**config.mk**
```make
export PLATFORM = sky130hd
export DESIGN_NAME = a2card_top
export DESIGN_NICKNAME = d
export VERILOG_FILES = /design/src/hw/a2card_pkg.sv /design/src/hw/a2card_top.sv /design/src/hw/scanline_dimmer.sv /design/src/hw/audio_mixer.sv /design/src/hw/card_response_arbiter.sv /design/src/hw/bus_strobe_sync.sv /design/src/hw/power_on_timer.sv
export SDC_FILE = /design/constraint.sdc
export NUM_CORES = 1
export LEC_CHECK = 0
export ABC_AREA = 0
export BUFFER_PORTS_ARGS = -buffer_cell sky130_fd_sc_hd__clkbuf_2
export CAP_MARGIN = 30
export CORE_ASPECT_RATIO = 0.8
export CORE_UTILIZATION = 54
export CTS_BUF_LIST = sky130_fd_sc_hd__clkbuf_4 sky130_fd_sc_hd__clkbuf_8
export DETAILED_ROUTE_END_ITERATION = 16
export PLACE_DENSITY = 0.95
export SYNTH_ARGS = -nofsm -noshare
export SYNTH_HDL_FRONTEND = slang
export SYNTH_HIERARCHICAL = 1
export SYNTH_SLANG_ARGS = --single-unit
export TNS_END_PERCENT = 30
```
**constraint.sdc**
```tcl
create_clock -name clk_pixel_w -period 4.85 [get_ports clk_pixel_w]
set_clock_uncertainty 0.15 [all_clocks]
set_input_delay 0.2425 -clock clk_pixel_w [delete_from_list [all_inputs] [get_ports clk_pixel_w]]
set_output_delay 0.2425 -clock clk_pixel_w [all_outputs]
set_load 0.005 [all_outputs]
```
**src/hw/a2card_pkg.sv**
```systemverilog
`default_nettype none

package a2card_pkg;

    // Apple II data bus
    localparam int BYTE_W = 8;

    // Video path
    localparam int RGB_W      = 8;
    localparam int SCREEN_Y_W = 10;

    // Audio path, the mixed sample shares its width with the sprite audio
    localparam int SAMPLE_W   = 16;
    localparam int MB_AUDIO_W = 10;

    // Scaling of the narrower sources into the 16-bit sample
    localparam int MB_SHIFT      = 5;
    localparam int SPEAKER_SHIFT = 13;

    // Card that answers the current read cycle
    typedef enum logic [1:0] {
        SRC_NONE         = 2'd0,
        SRC_SERIAL       = 2'd1,
        SRC_SPRITE       = 2'd2,
        SRC_MOCKINGBOARD = 2'd3
    } card_source_e;

    // Power-on timer, hold keeps the device in reset
    typedef enum logic {
        TMR_HOLD = 1'b0,
        TMR_RUN  = 1'b1
    } timer_state_e;

endpackage

`default_nettype wire
```
**src/hw/a2card_top.sv**
```systemverilog
`timescale 1ns/100ps
`default_nettype none

module a2card_top #(
    parameter int HEARTBEAT_CYCLES    = 5_000_000,
    parameter bit IRQ_OUT_ENABLE      = 1'b1,
    parameter bit BUS_DATA_OUT_ENABLE = 1'b1
) (
    input  wire                              clk_pixel_w,
    input  wire                              rst_n_i,

    // Reset and heartbeat
    input  wire                              a2_reset_n_i,
    output logic                             device_reset_n_o,
    output logic                             system_reset_n_o,
    output logic                             heartbeat_o,

    // Apple II clocks
    input  wire                              a2_phi1_i,
    input  wire                              a2_q3_i,
    input  wire                              a2_7m_i,
    output logic                             phi1_o,
    output logic                             phi0_o,
    output logic                             phi1_rise_o,
    output logic                             phi1_fall_o,
    output logic                             q3_rise_o,
    output logic                             q3_fall_o,
    output logic                             c7m_rise_o,
    output logic                             c7m_fall_o,
    output logic                             c14m_tick_o,

    // Card read responses and interrupts
    input  wire                              ssc_rd_i,
    input  wire                              ssp_rd_i,
    input  wire                              mb_rd_i,
    input  wire  [a2card_pkg::BYTE_W-1:0]     ssc_data_i,
    input  wire  [a2card_pkg::BYTE_W-1:0]     ssp_data_i,
    input  wire  [a2card_pkg::BYTE_W-1:0]     mb_data_i,
    input  wire  [a2card_pkg::BYTE_W-1:0]     bus_data_i,
    input  wire                              ssc_irq_n_i,
    input  wire                              ssp_irq_n_i,
    input  wire                              mb_irq_n_i,
    output logic [a2card_pkg::BYTE_W-1:0]     data_o,
    output logic                             a2_d_dir_o,
    output logic                             a2_irq_n_o,

    // Audio sources and mixed samples
    input  wire  [a2card_pkg::SAMPLE_W-1:0]   ssp_audio_i,
    input  wire  [a2card_pkg::MB_AUDIO_W-1:0] mb_audio_l_i,
    input  wire  [a2card_pkg::MB_AUDIO_W-1:0] mb_audio_r_i,
    input  wire                              speaker_i,
    output logic [a2card_pkg::SAMPLE_W-1:0]   audio_l_o,
    output logic [a2card_pkg::SAMPLE_W-1:0]   audio_r_o,

    // Pixel stream
    input  wire                              scanlines_en_i,
    input  wire  [a2card_pkg::SCREEN_Y_W-1:0] screen_y_i,
    input  wire  [a2card_pkg::RGB_W-1:0]      r_i,
    input  wire  [a2card_pkg::RGB_W-1:0]      g_i,
    input  wire  [a2card_pkg::RGB_W-1:0]      b_i,
    output logic [a2card_pkg::RGB_W-1:0]      r_o,
    output logic [a2card_pkg::RGB_W-1:0]      g_o,
    output logic [a2card_pkg::RGB_W-1:0]      b_o
);

    logic device_reset_n_w;

    power_on_timer #(
        .HEARTBEAT_CYCLES(HEARTBEAT_CYCLES)
    ) i_power_on_timer (
        .clk_pixel_w     (clk_pixel_w),
        .rst_n_i         (rst_n_i),
        .a2_reset_n_i    (a2_reset_n_i),
        .device_reset_n_o(device_reset_n_w),
        .system_reset_n_o(system_reset_n_o),
        .heartbeat_o     (heartbeat_o)
    );

    assign device_reset_n_o = device_reset_n_w;

    bus_strobe_sync i_bus_strobe_sync (
        .clk_pixel_w(clk_pixel_w),
        .rst_n_i    (rst_n_i),
        .a2_phi1_i  (a2_phi1_i),
        .a2_q3_i    (a2_q3_i),
        .a2_7m_i    (a2_7m_i),
        .phi1_o     (phi1_o),
        .phi0_o     (phi0_o),
        .phi1_rise_o(phi1_rise_o),
        .phi1_fall_o(phi1_fall_o),
        .q3_rise_o  (q3_rise_o),
        .q3_fall_o  (q3_fall_o),
        .c7m_rise_o (c7m_rise_o),
        .c7m_fall_o (c7m_fall_o),
        .c14m_tick_o(c14m_tick_o)
    );

    // a2_d_dir_o doubles as the data buffer enable
    card_response_arbiter #(
        .IRQ_OUT_ENABLE     (IRQ_OUT_ENABLE),
        .BUS_DATA_OUT_ENABLE(BUS_DATA_OUT_ENABLE)
    ) i_card_response_arbiter (
        .ssc_rd_i   (ssc_rd_i),
        .ssp_rd_i   (ssp_rd_i),
        .mb_rd_i    (mb_rd_i),
        .ssc_data_i (ssc_data_i),
        .ssp_data_i (ssp_data_i),
        .mb_data_i  (mb_data_i),
        .bus_data_i (bus_data_i),
        .ssc_irq_n_i(ssc_irq_n_i),
        .ssp_irq_n_i(ssp_irq_n_i),
        .mb_irq_n_i (mb_irq_n_i),
        .data_o     (data_o),
        .a2_d_dir_o (a2_d_dir_o),
        .a2_irq_n_o (a2_irq_n_o)
    );

    audio_mixer i_audio_mixer (
        .clk_pixel_w     (clk_pixel_w),
        .rst_n_i         (rst_n_i),
        .device_reset_n_i(device_reset_n_w),
        .ssp_audio_i     (ssp_audio_i),
        .mb_audio_l_i    (mb_audio_l_i),
        .mb_audio_r_i    (mb_audio_r_i),
        .speaker_i       (speaker_i),
        .audio_l_o       (audio_l_o),
        .audio_r_o       (audio_r_o)
    );

    scanline_dimmer i_scanline_dimmer (
        .clk_pixel_w     (clk_pixel_w),
        .rst_n_i         (rst_n_i),
        .device_reset_n_i(device_reset_n_w),
        .scanlines_en_i  (scanlines_en_i),
        .screen_y_i      (screen_y_i),
        .r_i             (r_i),
        .g_i             (g_i),
        .b_i             (b_i),
        .r_o             (r_o),
        .g_o             (g_o),
        .b_o             (b_o)
    );

endmodule

`default_nettype wire

```
**src/hw/scanline_dimmer.sv**
```systemverilog
`timescale 1ns/100ps
`default_nettype none

module scanline_dimmer (
    input  wire                              clk_pixel_w,
    input  wire                              rst_n_i,
    input  wire                              device_reset_n_i,
    input  wire                              scanlines_en_i,
    input  wire  [a2card_pkg::SCREEN_Y_W-1:0] screen_y_i,
    input  wire  [a2card_pkg::RGB_W-1:0]      r_i,
    input  wire  [a2card_pkg::RGB_W-1:0]      g_i,
    input  wire  [a2card_pkg::RGB_W-1:0]      b_i,
    output logic [a2card_pkg::RGB_W-1:0]      r_o,
    output logic [a2card_pkg::RGB_W-1:0]      g_o,
    output logic [a2card_pkg::RGB_W-1:0]      b_o
);

    import a2card_pkg::*;

    logic dim_w;

    // Half brightness on dimmed lines
    function automatic logic [RGB_W-1:0] shade(input logic [RGB_W-1:0] c, input logic dim);
        shade = dim ? (c >> 1) : c;
    endfunction

    // Odd lines get dimmed, the classic CRT look
    assign dim_w = scanlines_en_i && screen_y_i[0];

    always_ff @(posedge clk_pixel_w or negedge rst_n_i) begin
        if (!rst_n_i) begin
            r_o <= '0;
            g_o <= '0;
            b_o <= '0;
        end else if (!device_reset_n_i) begin
            r_o <= '0;
            g_o <= '0;
            b_o <= '0;
        end else begin
            r_o <= shade(r_i, dim_w);
            g_o <= shade(g_i, dim_w);
            b_o <= shade(b_i, dim_w);
        end
    end

endmodule

`default_nettype wire

```
**src/hw/audio_mixer.sv**
```systemverilog
`timescale 1ns/100ps
`default_nettype none

module audio_mixer (
    input  wire                              clk_pixel_w,
    input  wire                              rst_n_i,
    input  wire                              device_reset_n_i,
    input  wire  [a2card_pkg::SAMPLE_W-1:0]   ssp_audio_i,
    input  wire  [a2card_pkg::MB_AUDIO_W-1:0] mb_audio_l_i,
    input  wire  [a2card_pkg::MB_AUDIO_W-1:0] mb_audio_r_i,
    input  wire                              speaker_i,
    output logic [a2card_pkg::SAMPLE_W-1:0]   audio_l_o,
    output logic [a2card_pkg::SAMPLE_W-1:0]   audio_r_o
);

    import a2card_pkg::*;

    logic [SAMPLE_W-1:0] speaker_term_w;
    logic [SAMPLE_W-1:0] mix_l_w;
    logic [SAMPLE_W-1:0] mix_r_w;

    // Sum of one channel, carries out of bit 15 are dropped
    function automatic logic [SAMPLE_W-1:0] mix_channel(
        input logic [SAMPLE_W-1:0]   sprite,
        input logic [MB_AUDIO_W-1:0] mb,
        input logic [SAMPLE_W-1:0]   speaker
    );
        logic [SAMPLE_W-1:0] mb_scaled;
        mb_scaled   = SAMPLE_W'(mb) << MB_SHIFT;
        mix_channel = sprite + mb_scaled + speaker;
    endfunction

    // Speaker is a single bit, it lands near the top of the range
    assign speaker_term_w = SAMPLE_W'(speaker_i) << SPEAKER_SHIFT;

    assign mix_l_w = mix_channel(ssp_audio_i, mb_audio_l_i, speaker_term_w);
    assign mix_r_w = mix_channel(ssp_audio_i, mb_audio_r_i, speaker_term_w);

    always_ff @(posedge clk_pixel_w or negedge rst_n_i) begin
        if (!rst_n_i) begin
            audio_l_o <= '0;
            audio_r_o <= '0;
        end else if (!device_reset_n_i) begin
            // Silence until the card is out of reset
            audio_l_o <= '0;
            audio_r_o <= '0;
        end else begin
            audio_l_o <= mix_l_w;
            audio_r_o <= mix_r_w;
        end
    end

endmodule

`default_nettype wire

```
**src/hw/card_response_arbiter.sv**
```systemverilog
`timescale 1ns/100ps
`default_nettype none

module card_response_arbiter #(
    parameter bit IRQ_OUT_ENABLE      = 1'b1,
    parameter bit BUS_DATA_OUT_ENABLE = 1'b1
) (
    input  wire                          ssc_rd_i,
    input  wire                          ssp_rd_i,
    input  wire                          mb_rd_i,
    input  wire  [a2card_pkg::BYTE_W-1:0] ssc_data_i,
    input  wire  [a2card_pkg::BYTE_W-1:0] ssp_data_i,
    input  wire  [a2card_pkg::BYTE_W-1:0] mb_data_i,
    input  wire  [a2card_pkg::BYTE_W-1:0] bus_data_i,
    input  wire                          ssc_irq_n_i,
    input  wire                          ssp_irq_n_i,
    input  wire                          mb_irq_n_i,
    output logic [a2card_pkg::BYTE_W-1:0] data_o,
    output logic                         a2_d_dir_o,
    output logic                         a2_irq_n_o
);

    import a2card_pkg::*;

    card_source_e src_sel_w;
    logic         card_rd_w;
    logic         irq_merged_n_w;

    // Fixed priority, serial card wins over sprite, sprite over Mockingboard
    always_comb begin
        if (ssc_rd_i) begin
            src_sel_w = SRC_SERIAL;
        end else if (ssp_rd_i) begin
            src_sel_w = SRC_SPRITE;
        end else if (mb_rd_i) begin
            src_sel_w = SRC_MOCKINGBOARD;
        end else begin
            src_sel_w = SRC_NONE;
        end
    end

    always_comb begin
        case (src_sel_w)
            SRC_SERIAL:       data_o = ssc_data_i;
            SRC_SPRITE:       data_o = ssp_data_i;
            SRC_MOCKINGBOARD: data_o = mb_data_i;
            // Nobody answers, echo the latched bus byte
            default:          data_o = bus_data_i;
        endcase
    end

    assign card_rd_w = (src_sel_w != SRC_NONE);

    // High turns the level shifter toward the Apple bus
    assign a2_d_dir_o = BUS_DATA_OUT_ENABLE && card_rd_w;

    // Open-drain style merge, any card pulling low asserts IRQ
    assign irq_merged_n_w = ssc_irq_n_i & ssp_irq_n_i & mb_irq_n_i;
    assign a2_irq_n_o     = IRQ_OUT_ENABLE ? irq_merged_n_w : 1'b1;

endmodule

`default_nettype wire

```
**src/hw/bus_strobe_sync.sv**
```systemverilog
`timescale 1ns/100ps
`default_nettype none

module bus_strobe_sync (
    input  wire  clk_pixel_w,
    input  wire  rst_n_i,
    input  wire  a2_phi1_i,
    input  wire  a2_q3_i,
    input  wire  a2_7m_i,
    output logic phi1_o,
    output logic phi0_o,
    output logic phi1_rise_o,
    output logic phi1_fall_o,
    output logic q3_rise_o,
    output logic q3_fall_o,
    output logic c7m_rise_o,
    output logic c7m_fall_o,
    output logic c14m_tick_o
);

    // Bit positions of the Apple clocks in the sync vectors
    localparam int NUM_CLK  = 3;
    localparam int IDX_PHI1 = 0;
    localparam int IDX_Q3   = 1;
    localparam int IDX_7M   = 2;

    logic [NUM_CLK-1:0] async_w;
    logic [NUM_CLK-1:0] meta_r;
    logic [NUM_CLK-1:0] sync_r;
    logic [NUM_CLK-1:0] hist_r;
    logic [NUM_CLK-1:0] rise_w;
    logic [NUM_CLK-1:0] fall_w;

    assign async_w[IDX_PHI1] = a2_phi1_i;
    assign async_w[IDX_Q3]   = a2_q3_i;
    assign async_w[IDX_7M]   = a2_7m_i;

    // Two flops for metastability, one more to remember the last level
    always_ff @(posedge clk_pixel_w or negedge rst_n_i) begin
        if (!rst_n_i) begin
            meta_r <= '0;
            sync_r <= '0;
            hist_r <= '0;
        end else begin
            meta_r <= async_w;
            sync_r <= meta_r;
            hist_r <= sync_r;
        end
    end

    assign rise_w = sync_r & ~hist_r;
    assign fall_w = ~sync_r & hist_r;

    assign phi1_o = sync_r[IDX_PHI1];
    assign phi0_o = ~sync_r[IDX_PHI1];

    assign phi1_rise_o = rise_w[IDX_PHI1];
    assign phi1_fall_o = fall_w[IDX_PHI1];
    assign q3_rise_o   = rise_w[IDX_Q3];
    assign q3_fall_o   = fall_w[IDX_Q3];
    assign c7m_rise_o  = rise_w[IDX_7M];
    assign c7m_fall_o  = fall_w[IDX_7M];

    // Both 7M edges give the 14M rate
    assign c14m_tick_o = rise_w[IDX_7M] | fall_w[IDX_7M];

endmodule

`default_nettype wire

```
**src/hw/power_on_timer.sv**
```systemverilog
`timescale 1ns/100ps
`default_nettype none

module power_on_timer #(
    parameter int HEARTBEAT_CYCLES = 5_000_000
) (
    input  wire  clk_pixel_w,
    input  wire  rst_n_i,
    input  wire  a2_reset_n_i,
    output logic device_reset_n_o,
    output logic system_reset_n_o,
    output logic heartbeat_o
);

    import a2card_pkg::*;

    // Counter must hold HEARTBEAT_CYCLES-1
    localparam int CNT_W = (HEARTBEAT_CYCLES > 1) ? $clog2(HEARTBEAT_CYCLES) : 1;
    localparam logic [CNT_W-1:0] CNT_LAST = CNT_W'(HEARTBEAT_CYCLES - 1);

    logic [CNT_W-1:0] cnt_r;
    logic             wrap_w;
    logic             heartbeat_r;
    timer_state_e     state_r;

    assign wrap_w = (cnt_r == CNT_LAST);

    always_ff @(posedge clk_pixel_w or negedge rst_n_i) begin
        if (!rst_n_i) begin
            cnt_r       <= '0;
            heartbeat_r <= 1'b0;
            state_r     <= TMR_HOLD;
        end else if (wrap_w) begin
            cnt_r       <= '0;
            heartbeat_r <= ~heartbeat_r;
            // First wrap ends the hold, later wraps only blink the LED
            state_r     <= TMR_RUN;
        end else begin
            cnt_r <= cnt_r + 1'b1;
        end
    end

    assign device_reset_n_o = (state_r == TMR_RUN);

    // Apple II reset also resets the card logic
    assign system_reset_n_o = device_reset_n_o & a2_reset_n_i;

    assign heartbeat_o = heartbeat_r;

endmodule

`default_nettype wire

```
==> flow_metrics.py <==
metrics = {
    "critical_path": {
        "ff2ff_path_depth": 6,
        "reg2reg_slack_ns": 2.34,
        "endpoint_kind": "flip-flop",
        "r2r_start": "i_power_on_timer/cnt_r[0]$_DFF_PN0_",
        "critPathArrivalTime_ns": 2.64,
        "crit_start": "i_power_on_timer/cnt_r[0]$_DFF_PN0_",
        "crit_path_start_kind": "flip-flop",
        "crit_fanout": 7,
        "cp.required_ns": 4.98,
        "worstSetupPathType": "reg2reg",
        "reg2reg_to": "i_power_on_timer/heartbeat_o$_DFFE_PN0N_",
    },
    "logic_synthesis": {
        "synth_edf_count": 0,
        "yosys_warnings": 6,
        "synth_area_leaders": "dfrtp_1 (46%), ha_1 (11%), mux2i_1 (4.3%)",
        "synth_area_per_cell_um2": 10.5,
        "synth_cell_types": 49,
        "syn_area_mm2": 0.00461,
        "ys_async_sr_fraction_pct": 100,
        "dominantRegCellSynth": "dfrtp_1",
        "yosys.area.top_type": "dfrtp_1",
        "synthCells": 439,
        "syn_nets": 598,
        "synth-seq-area-share_pct": 46.1,
        "ys_seq_elements": 85,
        "synth_top_cell_area_share_pct": 46.1,
    },
    "timing": {
        "fin_setup_tns_ns": 0,
        "fmax_mhz": 399,
        "setup_slack_ns": 2.34,
        "rsz0062_at_grt": "false",
        "min_period_ns": 2.51,
        "whs_ns": 0.0294,
        "hold_viol": 0,
        "max_slew.worst_pin.slew_ns": 0.824,
        "drv_slew": 0,
        "slew_headroom_pct": 44.6,
        "setup_viol": 0,
        "post-route-period-util_pct": 51.7,
    },
    "grt": {
        "antenna_found_initial": 1,
        "first_global_vias": 4469,
        "grt_max_degree": 68,
        "grtUsageTotal_pct": 30.7,
        "grt.overflow.total": 0,
        "grt_first_pass_wirelength_mm": 21.2,
    },
    "run": {
        "cap_viol_max_count": 0,
    },
    "drt": {
        "ant_nets": 0,
        "drt_iter0_drc": 257,
        "vias": 4342,
        "wl_mm": 13.1,
        "first_pass_iters": 7,
        "viasPerCell": 5.67,
        "wl_per_cell_um": 17.0,
        "route.detailed.drc": 0,
    },
    "min_path": {
        "worstHoldStart": "b_i[5]",
        "hold-path-cell-count": 3,
        "hold_end": "i_scanline_dimmer/b_o[5]$_DFF_PN0_",
        "hold_class": "in2reg",
    },
    "cts": {
        "clock_latency_ns": 0.36,
        "cts_tree": "built",
        "cts_inserted_buffers": 9,
        "cts_htree_levels": 3,
        "post-cts-setup-buffers": 0,
        "clock-sinks": 85,
        "clk_transition_reported_paths_ns": 0.09,
        "root_buffer": "clkbuf_8",
        "clock_path_buffers": 2,
        "cts_resized": 0,
        "cts_hold_buf": 33,
    },
    "final_layout": {
        "layout_common_cells": "clkbuf_2 (183), dfrtp_1 (85), ha_1 (39), nand2_1 (37), dlygate4sd3_1 (33)",
        "areaGrowthSynthToFinish_pct": 33.0,
        "nets": 811,
        "final_core_util_pct": 75.8,
        "layout-drive-gt1-share_pct": 33.2,
        "layout_commonest_cell": "clkbuf_2",
    },
    "placement": {
        "post-dp-hpwl_mm": 8.94,
        "io_buffers": 184,
        "dp_slack_ns": 2.24,
        "place.gp.congestion": 0.840,
    },
    "pwr": {
        "peakVddDrop_v": 0.000161,
        "power_leakage_nw": 3.35,
        "powerDensity_mw_per_mm2": 246,
        "finalPower_w": 0.00151,
    },
    "die": {
        "coreArea_mm2": 0.00809,
        "rows": 29,
        "initial_core_util_pct": 57.0,
        "fp.dieW_um": 105,
        "fp.dieH_um": 84.7,
        "io_pins": 194,
        "dieArea_mm2": 0.00892,
    },
    "outcome": {
        "outcome": "finished, final reports clean",
    },
}
-- sequential cells by signal, summed over array words and instances (netlist names) --
signal,count
i_bus_strobe_sync/sync_r,3
i_audio_mixer/audio_r_o,11
i_power_on_timer/heartbeat_o,1
i_scanline_dimmer/r_o,8
i_audio_mixer/audio_l_o,16
i_bus_strobe_sync/hist_r,3
i_scanline_dimmer/g_o,8
i_power_on_timer/cnt_r,23
i_bus_strobe_sync/meta_r,3
i_scanline_dimmer/b_o,8
i_power_on_timer/device_reset_n_o,1
-- power by group --
part / leakage (nW) / switching [W] / internal [W] / total [W]
registers: 1.15 / 0.00000207 / 0.000712 / 0.000714
logic: 2.09 / 0.000141 / 0.000132 / 0.000272
clock network: 0.103 / 0.000269 / 0.000256 / 0.000525
-- layout make-up --
type / count / area (um^2)
Sequential cell: 85 / 2130
Inverter: 26 / 97.6
Antenna cell: 1 / 2.50
Fill cell: 482 / 1960
Timing Repair Buffer: 220 / 1300
Tap cell: 108 / 135
Multi-Input combinational cell: 310 / 2270
Clock buffer: 10 / 138
Clock inverter: 6 / 68.8
-- layer usage --
| metal | part of all wire [%] | track usage [%] |
|---|---|---|
| met1 | 36 | 34.2 |
| met2 | 53 | 56.2 |
| met3 | 6.5 | 6.91 |
| met4 | 3.8 | 14.2 |
| met5 | 0 | 0 |
-- critical path, cell delays in order, from the launching register on --
cell,delay (ns)
dfrtp_1,0.44
ha_1,0.26
inv_1,0.09
or2_2,0.36
nor3_1,0.69
buf_4,0.29
xor2_1,0.15
-- cell families after synthesis --
family / synth area share, %
simple gates: 18.1
flops: 46.1
compound gates: 10.0
buf+inv: 4.72
fa+ha+maj: 12.3
xor+xnor: 4.18
mux: 4.58
-- per-stage QoR --
stage	area (um^2)	cells
detailed placement	5590	716
global route	6130	766
global placement	5570	715
CTS	6130	765
floorplan	4610	439
finish	6130	766
-- synth_stat cells (3+ instances only) --
cell type	instances
nand2b_1	7
dfrtp_1	85
xor2_1	9
o21ai_0	15
and2_1	13
mux2i_1	20
a21oi_1	18
clkbuf_1	3
ha_1	39
nor2b_1	5
or4_1	4
fa_1	4
nand4_1	8
buf_6	3
inv_1	26
a31o_2	3
o22ai_1	16
or3_1	4
nor2_1	24
and3_1	7
buf_2	6
nor3_1	11
o21a_1	6
a21o_1	6
xnor2_1	13
nand3_1	8
nand2_1	37
buf_4	6
-- worst max path at each step --
stage | to | slack [ns] | cells past startpoint
6_report | i_power_on_timer/heartbeat_o$_DFFE_PN0N_ | 2.34 | 6
3_5_place_dp | i_audio_mixer/audio_l_o[14]$_DFF_PN0_ | 2.24 | 10
2_1_floorplan | i_audio_mixer/audio_l_o[14]$_DFF_PN0_ | 2.56 | 9
3_3_place_gp | i_audio_mixer/audio_l_o[14]$_DFF_PN0_ | 2.32 | 10
5_1_grt | i_power_on_timer/heartbeat_o$_DFFE_PN0N_ | 2.23 | 6
4_1_cts | i_power_on_timer/heartbeat_o$_DFFE_PN0N_ | 2.41 | 6
Power figures use the tool's default switching activity.
